File: src/fbuf_params.svh
`ifndef FBUF_PARAMS_SVH
`define FBUF_PARAMS_SVH

// Width of a buffer base address
`define FBUF_ADDR_W 32

// Two readers plus one writer plus one spare
`define FBUF_NUM 4

`endif
File: src/fbuf_pkg.sv
`include "fbuf_params.svh"

package fbuf_pkg;

	// Bits needed to name one buffer
	localparam int IDX_W = $clog2(`FBUF_NUM);

	//////////////////////////////////////////////////
	// Configuration port
	//////////////////////////////////////////////////

	typedef enum logic [1:0] {
		OP_SET_BASE = 2'd0,
		OP_ENABLE   = 2'd1,
		OP_DISABLE  = 2'd2
	} cfg_op_e;

	// Ack mirrors the handshake state
	typedef enum logic {
		HS_IDLE = 1'b0,
		HS_ACK  = 1'b1
	} hs_state_e;

	typedef struct packed {
		cfg_op_e                 op;
		logic [IDX_W-1:0]        idx;
		logic [`FBUF_ADDR_W-1:0] addr;
	} cfg_req_t;

	//////////////////////////////////////////////////
	// Buffer grants and base table
	//////////////////////////////////////////////////

	// Same shape for the writer and both readers
	typedef struct packed {
		logic                    valid;
		logic [IDX_W-1:0]        idx;
		logic [`FBUF_ADDR_W-1:0] addr;
	} buf_grant_t;

	// Entry n is the base address of buffer n
	typedef logic [`FBUF_NUM-1:0][`FBUF_ADDR_W-1:0] buf_bases_t;

endpackage

File: src/fbuf_top.sv
`timescale 1ns/1ns

module fbuf_top (
	input  logic                 clk,
	input  logic                 resetn,

	// Configuration port
	input  logic                 cfg_req,
	input  fbuf_pkg::cfg_req_t   cfg,
	output logic                 cfg_ack,

	// Frame ports
	input  logic                 w_sof,
	input  logic                 r0_sof,
	input  logic                 r1_sof,
	output fbuf_pkg::buf_grant_t w_grant,
	output fbuf_pkg::buf_grant_t r0_grant,
	output fbuf_pkg::buf_grant_t r1_grant
);

	import fbuf_pkg::*;

	// Register block to arbiter
	buf_bases_t bases;
	logic       enable;

	fbuf_cfg_regs cfg_regs_i (
		.clk     (clk),
		.resetn  (resetn),
		.cfg_req (cfg_req),
		.cfg     (cfg),
		.cfg_ack (cfg_ack),
		.bases   (bases),
		.enable  (enable)
	);

	fbuf_mutex_ctl mutex_ctl_i (
		.clk      (clk),
		.resetn   (resetn),
		.bases    (bases),
		.enable   (enable),
		.w_sof    (w_sof),
		.r0_sof   (r0_sof),
		.r1_sof   (r1_sof),
		.w_grant  (w_grant),
		.r0_grant (r0_grant),
		.r1_grant (r1_grant)
	);

endmodule

File: src/fbuf_mutex_ctl.sv
`timescale 1ns/1ns
`include "fbuf_params.svh"

module fbuf_mutex_ctl (
	input  logic                 clk,
	input  logic                 resetn,
	input  fbuf_pkg::buf_bases_t bases,
	input  logic                 enable,
	input  logic                 w_sof,
	input  logic                 r0_sof,
	input  logic                 r1_sof,
	output fbuf_pkg::buf_grant_t w_grant,
	output fbuf_pkg::buf_grant_t r0_grant,
	output fbuf_pkg::buf_grant_t r1_grant
);

	import fbuf_pkg::*;

	localparam int NUM_RD = 2;

	//////////////////////////////////////////////////
	// Helpers
	//////////////////////////////////////////////////

	// Index of the set bit in a one-hot map
	function automatic logic [IDX_W-1:0] bmp_to_idx(input logic [`FBUF_NUM-1:0] bmp);
		logic [IDX_W-1:0] idx;
		idx = '0;
		for (int i = 0; i < `FBUF_NUM; i++) begin
			if (bmp[i]) begin
				idx = idx | IDX_W'(i);
			end
		end
		return idx;
	endfunction

	// Grant for a held buffer with its address from the current base table
	function automatic buf_grant_t make_grant(
		input logic [`FBUF_NUM-1:0] bmp,
		input buf_bases_t           tbl
	);
		buf_grant_t       g;
		logic [IDX_W-1:0] idx;
		idx     = bmp_to_idx(bmp);
		g.valid = |bmp;
		g.idx   = idx;
		g.addr  = g.valid ? tbl[idx] : '0;
		return g;
	endfunction

	//////////////////////////////////////////////////
	// Ownership state
	//////////////////////////////////////////////////

	logic [`FBUF_NUM-1:0] w_bmp;
	logic [`FBUF_NUM-1:0] last_bmp;
	logic [`FBUF_NUM-1:0] r_bmp [NUM_RD];
	buf_grant_t           r_grant [NUM_RD];

	// Accepted frame starts
	logic              w_go;
	logic [NUM_RD-1:0] r_go;

	logic [`FBUF_NUM-1:0] held;
	logic [`FBUF_NUM-1:0] next_bmp;
	logic [`FBUF_NUM-1:0] rd_src_bmp;

	assign w_go = enable && w_sof;
	assign r_go = {r1_sof, r0_sof} & {NUM_RD{enable}};

	// The outgoing writer buffer counts as held so a fresh frame is not overwritten
	assign held = w_bmp | r_bmp[0] | r_bmp[1];

	// Scan from the top so the lowest free buffer wins
	always_comb begin
		next_bmp = '0;
		for (int i = `FBUF_NUM - 1; i >= 0; i--) begin
			if (!held[i]) begin
				next_bmp    = '0;
				next_bmp[i] = 1'b1;
			end
		end
	end

	// A reader starting together with the writer gets the frame completing now
	assign rd_src_bmp = w_go ? w_bmp : last_bmp;

	//////////////////////////////////////////////////
	// Writer and last completed buffer
	//////////////////////////////////////////////////

	always_ff @(posedge clk) begin
		if (!resetn) begin
			w_bmp    <= '0;
			last_bmp <= '0;
			w_grant  <= '0;
		end else if (w_go) begin
			last_bmp <= w_bmp;
			w_bmp    <= next_bmp;
			w_grant  <= make_grant(next_bmp, bases);
		end
	end

	//////////////////////////////////////////////////
	// Readers
	//////////////////////////////////////////////////

	always_ff @(posedge clk) begin
		if (!resetn) begin
			for (int n = 0; n < NUM_RD; n++) begin
				r_bmp[n]   <= '0;
				r_grant[n] <= '0;
			end
		end else begin
			for (int n = 0; n < NUM_RD; n++) begin
				if (r_go[n]) begin
					// Invalid source leaves the reader holding nothing
					r_bmp[n]   <= rd_src_bmp;
					r_grant[n] <= make_grant(rd_src_bmp, bases);
				end
			end
		end
	end

	assign r0_grant = r_grant[0];
	assign r1_grant = r_grant[1];

endmodule

File: src/fbuf_cfg_regs.sv
`timescale 1ns/1ns

module fbuf_cfg_regs (
	input  logic                clk,
	input  logic                resetn,
	input  logic                cfg_req,
	input  fbuf_pkg::cfg_req_t  cfg,
	output logic                cfg_ack,
	output fbuf_pkg::buf_bases_t bases,
	output logic                enable
);

	import fbuf_pkg::*;

	hs_state_e state;
	hs_state_e state_next;

	// High for the single cycle in which a new request is taken
	logic apply;

	// Decoded opcode strobes
	logic do_set_base;
	logic do_enable;
	logic do_disable;

	//////////////////////////////////////////////////
	// Four-phase handshake
	//////////////////////////////////////////////////

	// A request is taken only from idle, so each req pulse applies once
	assign apply = (state == HS_IDLE) && cfg_req;

	always_comb begin
		state_next = state;
		case (state)
			HS_IDLE: begin
				if (cfg_req) begin
					state_next = HS_ACK;
				end
			end
			HS_ACK: begin
				// Hold ack until the requester drops req
				if (!cfg_req) begin
					state_next = HS_IDLE;
				end
			end
			default: begin
				state_next = HS_IDLE;
			end
		endcase
	end

	always_ff @(posedge clk) begin
		if (!resetn) begin
			state <= HS_IDLE;
		end else begin
			state <= state_next;
		end
	end

	// Ack rises one cycle after req is seen high, falls one after it is seen low
	assign cfg_ack = (state == HS_ACK);

	//////////////////////////////////////////////////
	// Opcode decode and register updates
	//////////////////////////////////////////////////

	assign do_set_base = apply && (cfg.op == OP_SET_BASE);
	assign do_enable   = apply && (cfg.op == OP_ENABLE);
	assign do_disable  = apply && (cfg.op == OP_DISABLE);

	// One base table entry written per request
	always_ff @(posedge clk) begin
		if (!resetn) begin
			bases <= '0;
		end else if (do_set_base) begin
			bases[cfg.idx] <= cfg.addr;
		end
	end

	// Frame start gating for the arbiter
	always_ff @(posedge clk) begin
		if (!resetn) begin
			enable <= 1'b0;
		end else if (do_enable) begin
			enable <= 1'b1;
		end else if (do_disable) begin
			enable <= 1'b0;
		end
	end

endmodule

File: config.mk
export PLATFORM = sky130hd
export DESIGN_NAME = fbuf_top
export DESIGN_NICKNAME = d
export VERILOG_FILES = /design/src/fbuf_pkg.sv /design/src/fbuf_top.sv /design/src/fbuf_mutex_ctl.sv /design/src/fbuf_cfg_regs.sv
export VERILOG_INCLUDE_DIRS = /design/src /design/src/src
export SDC_FILE = /design/constraint.sdc
export NUM_CORES = 1
export LEC_CHECK = 0
export BUFFER_PORTS_ARGS = -buffer_cell sky130_fd_sc_hd__buf_2
export CORE_UTILIZATION = 62
export DETAILED_ROUTE_END_ITERATION = 16
export PLACE_DENSITY_LB_ADDON = 0.08
export REMOVE_ABC_BUFFERS = 1
export SLEW_MARGIN = 20
export SYNTH_ARGS = -nofsm -noshare
export SYNTH_HDL_FRONTEND = slang
export SYNTH_SLANG_ARGS = --single-unit
File: constraint.sdc
create_clock -name clk -period 3.3 [get_ports clk]
set_input_delay 0.165 -clock clk [delete_from_list [all_inputs] [get_ports clk]]
set_output_delay 0.165 -clock clk [all_outputs]
set_load 0.03 [all_outputs]
* After elaboration in Yosys (flattened, before gate mapping)
Memory sizes are Yosys's and may differ from the RTL's.
Index checks and enable logic that the tools add are counted.
** Storage, ports and cells
- Bits in registers :: 173
- Bits in writable memories :: 78
- Output and inout port bits :: 106
- Memories :: 2
** Operators by class
- Order comparisons :: 5
- Equality and inequality tests :: 2
- Muxes and demuxes :: 43
- Bitwise operators :: 8
- Reduce and logical (&&, ||, !) cells :: 10
** Memories
- mutex_ctl_i.r_grant :: depth 2, bits a word 35, rd ports 2, clocked after Yosys merged registers in 0, wr ports 2, RTL line fbuf_mutex_ctl.sv:58 : buf_grant_t r_grant [NUM_RD];
- mutex_ctl_i.r_bmp :: depth 2, bits a word 4, rd ports 2, clocked after Yosys merged registers in 0, wr ports 2, RTL line fbuf_mutex_ctl.sv:57 : logic [`FBUF_NUM-1:0] r_bmp [NUM_RD];
** Operators by type and width (count)
- $mux W32 :: 7
- $bmux W32 S2 :: 3
- $bwmux W128 :: 1
- $mux W35 :: 2
- $demux W32 S2 :: 1
- $mux W4 :: 7
- $mux W2 :: 10
- $lt A2 B3 Y1 const B :: 4
- $mux W1 :: 12
- $or A4 B4 Y4 :: 2
- $reduce_or A4 Y1 :: 2
- $logic_and A1 B1 Y1 :: 6
- $or A1 B1 Y1 :: 4
- $and A2 B2 Y2 :: 1
- $eq A2 B1 Y1 const B :: 1
- $eq A2 B2 Y1 const B :: 1
- $ge A2 B1 Y1 const B :: 1
- $logic_not A2 Y1 :: 1
- $reduce_bool A2 Y1 :: 1
- $not A1 Y1 :: 1

* Longest topological paths before layout
Gate-level depths: netlist (run 1).
An unclocked memory read counts as a cell.
- Depth in word-level cells :: 15
- Mapped depth :: 7
- Depth with buffers taken out :: 5

* Cells and area by module
From an unflattened synthesis (run 1), not the netlist that was laid out.
** Unflattened totals
- Cell total of the unflattened synthesis :: 1103
- Area total of the unflattened synthesis :: 11459.7 um2
** By module, submodules not included
- fbuf_mutex_ctl :: times used 1, cells each 640, area an instance 6620.1 um2
- fbuf_cfg_regs :: times used 1, cells each 463, area an instance 4839.6 um2

* Least setup slack after synthesis (run 1)
No wires, ideal clock.
- Kind :: flip-flop to flip-flop
- Start :: register cfg_regs_i.state (netlist: cfg_regs_i.cfg_ack)
- End :: register cfg_regs_i.bases[10] (netlist name)
- Library setup time :: 0.132 ns
- Data arrival time :: 1.670 ns
- Data required time :: 3.168 ns
- Slack :: 1.498 ns
- Stages on the path, launching flop included :: 7
- Buffers on the path :: 2
- Clock period less this slack :: 1.802 ns
- Path through :: dfxtp_1 > or4b_4 > or3_1 > buf_2 > buf_6 > nand2_1 > a21oi_1
** On the way
- Cells in the longest elaborated chain, start to end :: 3
** RTL lines
- start, declared :: RTL line fbuf_cfg_regs.sv:15 : hs_state_e state;
- start signal, assigned :: RTL line fbuf_cfg_regs.sv:57 : state <= state_next;
- $not A1 Y1 :: RTL line fbuf_cfg_regs.sv:31 : assign apply = (state == HS_IDLE) && cfg_req;
- $logic_and A1 B1 Y1 :: RTL line fbuf_cfg_regs.sv:31
- $logic_and A1 B1 Y1 :: RTL line fbuf_cfg_regs.sv:68 : assign do_set_base = apply && (cfg.op == OP_SET_BASE);
- end signal, assigned by index :: RTL line fbuf_cfg_regs.sv:77 : bases[cfg.idx] <= cfg.addr;
- end, declared :: RTL line fbuf_cfg_regs.sv:9 : output fbuf_pkg::buf_bases_t bases,
Every way passes these cells.
A chain may end at the register's enable or synchronous reset.

==> results.md, run 1 <==
- CP Class: reg2reg
- GPL Wtd Cong: between 0.8 and 0.9
- CP required: roughly 3.6 ns
- Least-Margin Pin Slew: between 0.9 and 1 ns
- Area grow syn2layout: 17.1%
- Final setup violating endpoints: 0
- # rows: 49
- Post-synthesis mux area share: 0.0315
- Critical Path AT: between 2 and 3 ns
- RSZ-0062 raised after global routing: no
- Critical-path cell list: and2_2 -> nor3_1 -> a21oi_4 -> o21bai_4 -> buf_4 -> a211oi_1
- Crit path time final: 2.71 ns
- CTS max path bufs: 3
- Final WL: between 30000 and 40000 um
- Nets: 1417
- Simple-gate share of the synthesized area: 0.200
- Flops & latches, synth: between 200 and 300
- FF+latch area: 5810 sq um
- Fillers: around 1400
- Top cells by count, synth: 331 x nand2_1, 173 x dfxtp_1, 137 x a21oi_1
- Slew Limit Fails: 0
- Syn Area/Cell: 9.21 sq um
- Reg2Reg Depth: 6
- Core Area: around 18000 sq um
- Drt first pass iters: 5
- Residual DRC count: 0
- Distinct cell type count after synthesis: 43
- Post-DRT Antenna Nets: 0
- TritonCTS clock tree: done
- Antenna fix cells: 0
- Fin cells: roughly 1600
- Max-cap violations: 0
- PnR worst setup slack: 0.590 ns
- Io pins: 148
- Crit Path Max Fanout: 14
- Register area share after synthesis: 0.508
- CTS Sinks: approximately 250
- Min-Delay Path Class: in2reg
- Area of the multi-input gates: 5100 sq um
- Clk root buf: clkbuf_16
- Fin crit share: 0.821
- Vias in the first global route: approximately 9600
- Postcts setup bufs: 0
- First-pass GRT wire length: around 52000 um
- Leakage power: between 0.004 and 0.005 uW
- Initial core utilization: 0.634
- Ys async rst share: 0
- Slew headroom: 0.352
- Post-synth EDFFs: slightly below 80
- Gr ovfl total: 0
- Mapped Area: ~11000 sq um
- Place WS: roughly 0.7 ns
- Synth area leader: dfxtp_1
- Largest family of logic cells by synthesized area: compound AO/OA/AOI/OAI gates
- Adder-Cell Fraction of Synth Area: 0
- Total track usage: 0.362
- Status: completed
- Clk_lat worst skew: 0.53 ns
- Largest net degree at the start of global routing: 80
- Most numerous cell in the Yosys netlist: nand2_1
- Post-DR vias/cell: ~6.2
- Post-DP HPWL: around 19000 um
- Kind of end point of the critical path: flip-flop
- Fraction of layout cells with a size suffix above 1: 0.215
- H-tree Lvls: 1
- Synth Area in Compound Gates: 0.206
- FF-to-FF Start: cfg_regs_i.enable
- Reg2reg setup slack: 0.59 ns
- Clock Skews: ~0.022 ns
- CTS clock-pin slew for the worst setup and hold paths: about 0.060 ns
- PwrDens: 520 nW/um^2
- Cells after Synth: 1241
- Worst path slowest cell: a21oi_4
- Post-Synth XOR/XNOR Area: 0
- Num CTS Buffers: 26
- Die area: around 19000 sq um
- CP Launch Point: cfg_regs_i.enable
- Via count: between 10000 and 15000
- Startpoint types: flip-flop
- Top-area cell type share of the netlist area: 0.303
- Prevailing post-synth register cell: dfxtp_1
- Final hold violation count: 0
- Placed Cells: 1542
- Die Width: around 140 um
- Max Freq: ~370 MHz
- DR WL/cell: about 21 um
- Initial antenna violation count: 0
- Die H: roughly 140 um
- Synth warn: 0
- Buffers added on ports: between 100 and 150
- DR iter-0 viols: approximately 940
- Critical path's largest stage delay: between 0.5 and 0.6 ns
- RR Endpoint: mutex_ctl_i.r_grant[0][4]
- CP endpoint: mutex_ctl_i.r_grant[0][4]
- Peak supply drop: 0.000564 V
- Synth top area cells: dfxtp_1 30%, edfxtp_1 21%, nand2_1 11%
## registers in the layout, indices dropped and copies added, names as in the netlist
register	cells
cfg_regs_i.enable	1
mutex_ctl_i.w_grant	35
mutex_ctl_i.r_bmp	8
mutex_ctl_i.r_grant	70
cfg_regs_i.bases	128
mutex_ctl_i.w_bmp	4
mutex_ctl_i.last_bmp	4
cfg_regs_i.cfg_ack	1
## power by group
| group | switching (uW) | internal [uW] | leakage [uW] |
|---|---|---|---|
| clock network | 1190 | 1680 | 0.000404 |
| logic | 546 | 236 | 0.00215 |
| registers | 47.6 | 3260 | 0.00221 |
## metrics by stage
stage               setup TNS [ns]  instance area (sq um)   util  power [uW]  hold slack (ns)
floorplan                  -172.27                  10800      -        3820            0.287
global placement                 0                  12200  0.677        4090            0.411
detailed placement               0                  12200  0.677        4110            0.410
CTS                              0                  13400  0.742        6960           0.0404
global route                     0                  13400  0.742        7140           0.0709
finish                           0                  13400  0.742        6960           0.0435
## layout make-up
class,instances,area share
Clock buffer,39,0.0546
Clock inverter,9,0.00720
Inverter,3,0.00103
Multi-Input combinational cell,880,0.381
Sequential cell,251,0.434
Tap cell,229,0.0214
Timing Repair Buffer,213,0.100
## logic make-up after synthesis
group / Yosys count
and+or+nand+nor: 506
AOI/OAI and AO/OA: 338
DFF: 251
buffers and inverters: 110
muxes: 36
## cell usage in the layout, fill, tap and decap left out, drive strengths merged, types with 39 or more instances in the layout
master	n
nor2	81
a21oi	138
nand2	332
dfxtp	173
buf	179
a211oi	95
clkbuf	39
nor3	40
edfxtp	78
## what timing repair did
| item | in CTS | in global routing |
|---|---|---|
| hold buffers | 34 | 0 |
| resized for setup | 0 | 0 |
| hold endpoints to repair | 130 | 0 |
## per-layer routing
metal,track usage,part of all wire
met4,0.144,0.034
met3,0.0574,0.087
met2,0.614,0.49
met1,0.460,0.39
met5,0,0
## critical path, delay by kind of cell (launching register included)
family / cells / cell delay [ns]
AOI/OAI and AO/OA: 3 / 1.18
DFF: 1 / 0.46
and+or+nand+nor: 2 / 0.53
buffers and inverters: 1 / 0.26
## worst min path at each step
stage	start	to	cells after the start
after floorplan	cfg_req	cfg_regs_i.cfg_ack	1
after global placement	cfg_req	cfg_regs_i.cfg_ack	2
after detailed placement	cfg_req	cfg_regs_i.cfg_ack	2
after CTS	cfg[35]	cfg_regs_i.enable	4
after global routing	cfg[35]	cfg_regs_i.enable	4
final	cfg[35]	cfg_regs_i.enable	4
Power figures use the tool's default switching activity.
==> run 2, diff against run 1 <==
--- a/config.mk
+++ b/config.mk
@@ -7,7 +7,7 @@
 export NUM_CORES = 1
 export LEC_CHECK = 0
 export BUFFER_PORTS_ARGS = -buffer_cell sky130_fd_sc_hd__buf_2
-export CORE_UTILIZATION = 62
+export CORE_UTILIZATION = 58
 export DETAILED_ROUTE_END_ITERATION = 16
 export PLACE_DENSITY_LB_ADDON = 0.08
 export REMOVE_ABC_BUFFERS = 1
==> constraint.sdc (replaced) <==
create_clock -name clk -period 2.55 [get_ports clk]
set_input_delay 0.1275 -clock clk [delete_from_list [all_inputs] [get_ports clk]]
set_output_delay 0.1275 -clock clk [all_outputs]
set_load 0.03 [all_outputs]
==> run 2 against run 1 <==
Compared with the run above:
- maximum frequency grew 18%
- clock-buffer cell count grew 1
- clock skew shrank 0.011 ns
- critical path depth is the same
- combinational power grew 32%
- critical endpoint is now mutex_ctl_i.r_grant[0][45]
- highest routed layer unchanged
==> results.md, run 2 (same netlist as run 1, synthesis figures left out) <==
- CTS max path bufs: 3 (unchanged)
- CTS clock-pin slew for the worst setup and hold paths: 0.06 ns (about the same)
- Num CTS Buffers: 27 (was 26)
- Power share of the sequential group: 0.479 (was 0.475)
- Fin crit share: 0.904 (was 0.821)
- Global routing usage on met2: 0.546 (was 0.614)
- Final setup violating endpoints: 0 (unchanged)
- Io pins: 148 (unchanged)
- Critical path buffers and inverters: 1 (unchanged)
- Most common library cell in the layout ignoring fill and taps: nand2_1 (unchanged)
- Drt first pass iters: 5 (unchanged)
- H-tree Lvls: 1 (unchanged)
- CP Class: reg2reg (unchanged)
- Post-DRT Antenna Nets: 0 (unchanged)
- Kind of end point of the critical path: flip-flop (unchanged)
- Met3 GRT Util: 0.0548 (was 0.0574)
- Residual DRC count: 0 (unchanged)
- Via count: 9967 (was 10100)
- Max FFs per register: 128 (unchanged)
- Total track usage: 0.338 (was 0.362)
- PnR worst setup slack: 0.245 ns (was 0.590 ns)
- Busiest grt layer: met2 (unchanged)
- Crit Path Max Fanout: 34 (was 14)
- Buffers added on ports: 147 (unchanged)
- Post-DP HPWL: 19600 um (was 19000 um)
- Clk_lat worst skew: 0.52 ns (was 0.53 ns)
- RSZ-0062 raised after global routing: no (unchanged)
- Hold Crit Depth: 4 (unchanged)
- Die Width: 142 um (was 138 um)
- Critical Path AT: 2.57 ns (was 2.98 ns)
- Nets: 1427 (was 1417)
- Slew Limit Fails: 0 (unchanged)
- Clk root buf: clkbuf_16 (unchanged)
- Fraction of layout cells with a size suffix above 1: 0.219 (was 0.215)
- Die H: 142 um (was 138 um)
- Peak supply drop: 0.000688 V (was 0.000564 V)
- Crit. path cell count: 6 (unchanged)
- Initial antenna violation count: 0 (unchanged)
- Post-CTS Resized: 0 (unchanged)
- Worst path slowest cell: a211oi_1 (was a21oi_4)
- Clock Skews: 0.0104 ns (was 0.0216 ns)
- Status: completed (unchanged)
- Reg2reg setup slack: 0.25 ns (was 0.59 ns)
- CP delay by family, top: compound AO/OA/AOI/OAI gates (unchanged)
- DR WL/cell: 20.4 um (was 21.0 um)
- Die area: 20300 sq um (was 19000 sq um)
- Least-Margin Pin Slew: 1.19 ns (was 0.972 ns)
- Max-cap violations: 0 (unchanged)
- PwrDens: 659 nW/um^2 (was 520 nW/um^2)
- Vias in the first global route: 9259 (was 9633)
- DR iter-0 viols: 916 (was 936)
- Leakage power: 0.00483 uW (was 0.00476 uW)
- CTS Sinks: 251 (unchanged)
- Critical path's largest stage delay: 0.45 ns (was 0.53 ns)
- GPL Wtd Cong: 0.792 (was 0.809)
- Startpoint types: flip-flop (unchanged)
- Largest regs: cfg_regs_i.bases: 128 flops, mutex_ctl_i.r_grant: 70 flops, mutex_ctl_i.w_grant: 35 flops (unchanged)
- Place WS: 0.338 ns (was 0.694 ns)
- Met1 Resource Use GR: 0.465 (was 0.460)
- Clock share of power: 0.406 (was 0.413)
- Final WL: 33900 um (was 34200 um)
- Net Sw Power: 2290 uW (was 1780 uW)
- Critical-path cell list: and2_2 -> nor3_1 -> a21oi_4 -> buf_12 -> mux2i_1 -> a211oi_1 (was and2_2 -> nor3_1 -> a21oi_4 -> o21bai_4 -> buf_4 -> a211oi_1)
- Int Power: 6640 uW (was 5180 uW)
- TritonCTS clock tree: done (unchanged)
- Slew headroom: 0.207 (was 0.352)
- Largest net degree at the start of global routing: 59 (was 80)
- Switching part of the total power: 0.256 (about the same)
- Initial core utilization: 0.601 (was 0.634)
- Core Area: 19000 sq um (was 18000 sq um)
- Most frequent cells in the layout: 329 x nand2_1, 173 x dfxtp_1, 147 x buf_2, 135 x a21oi_1, 95 x a211oi_1 (unchanged)
- Max Freq: 434 MHz (was 369 MHz)
- Design area: 13600 sq um (was 13400 sq um)
- Min-Delay Path Class: in2reg (unchanged)
- Reg2Reg Depth: 6 (unchanged)
- Largest Register: cfg_regs_i.bases (unchanged)
- Antenna fix cells: 0 (unchanged)
- First-pass GRT wire length: 52200 um (about the same)
- Final hold violation count: 0 (unchanged)
- Combinational Power Share: 0.116 (was 0.112)
- Area grow syn2layout: 18.7% (was 17.1%)
- # rows: 50 (was 49)
- Post-DR vias/cell: 5.99 (was 6.23)
- Post-DP Area: 12400 sq um (was 12200 sq um)
- Setup_tns: 0 ns (unchanged)
- Gr ovfl total: 0 (unchanged)
- Crit path time final: 2.30 ns (was 2.71 ns)
- CP required: 2.82 ns (was 3.57 ns)
-- run 2: metal layers --
metal	up-vias	part of all wire
met5	-	0
met4	0	0.022
met3	61	0.095
met2	527	0.47
met1	4726	0.41
li1	4653	-
-- run 2: path summary, 6_finish.rpt --
| path | start | to |
|---|---|---|
| max | cfg_regs_i.enable | mutex_ctl_i.r_grant[0][45] |
| min | cfg[35] | cfg_regs_i.enable |
| max reg2reg | cfg_regs_i.enable | mutex_ctl_i.r_grant[0][45] |
| min reg2reg | mutex_ctl_i.w_grant[32] | mutex_ctl_i.w_grant[32] |
-- run 2: timing repair --
item | CTS | global route
endpoints found under the hold margin | 130 | 0
hold buffers | 34 | 0
buffers inserted | 0 | 0
-- run 2: cell type report --
class | count | area, sq um
sequential | 251 | 5810
fill | 1559 | 5460
multi-input combinational | 880 | 5090
timing repair buffer | 222 | 1510
clock buffer | 40 | 744
tap | 260 | 325
clock inverter | 8 | 62.6
inverter | 3 | 13.8
-- run 2: worst reg2reg max path, delay by kind of cell, from the launching register on --
family,cells,cell delay (ns)
AOI/OAI and AO/OA,2,0.67
and+or+nand+nor,2,0.49
DFF,1,0.42
buffers and inverters,1,0.33
muxes,1,0.14
-- run 2: stage by stage --
step	hold WS (ns)	utilization	total power, uW	std cells
after floorplan	0.249	-	4940	1134
after global placement	0.361	0.651	5310	1581
after detailed placement	0.362	0.651	5330	1581
after CTS	0.00127	0.712	8940	1663
after global routing	0.0303	0.713	9210	1664
final	0.00851	0.713	8930	1664
-- run 2: power by group through the flow --
stage               sequential (uW)  combinational, uW  clock (uW)
floorplan                      4510                436           0
global placement               4360                956           0
detailed placement             4360                970           0
CTS                            4270               1010        3660
global route                   4280               1090        3830
finish                         4270               1030        3620
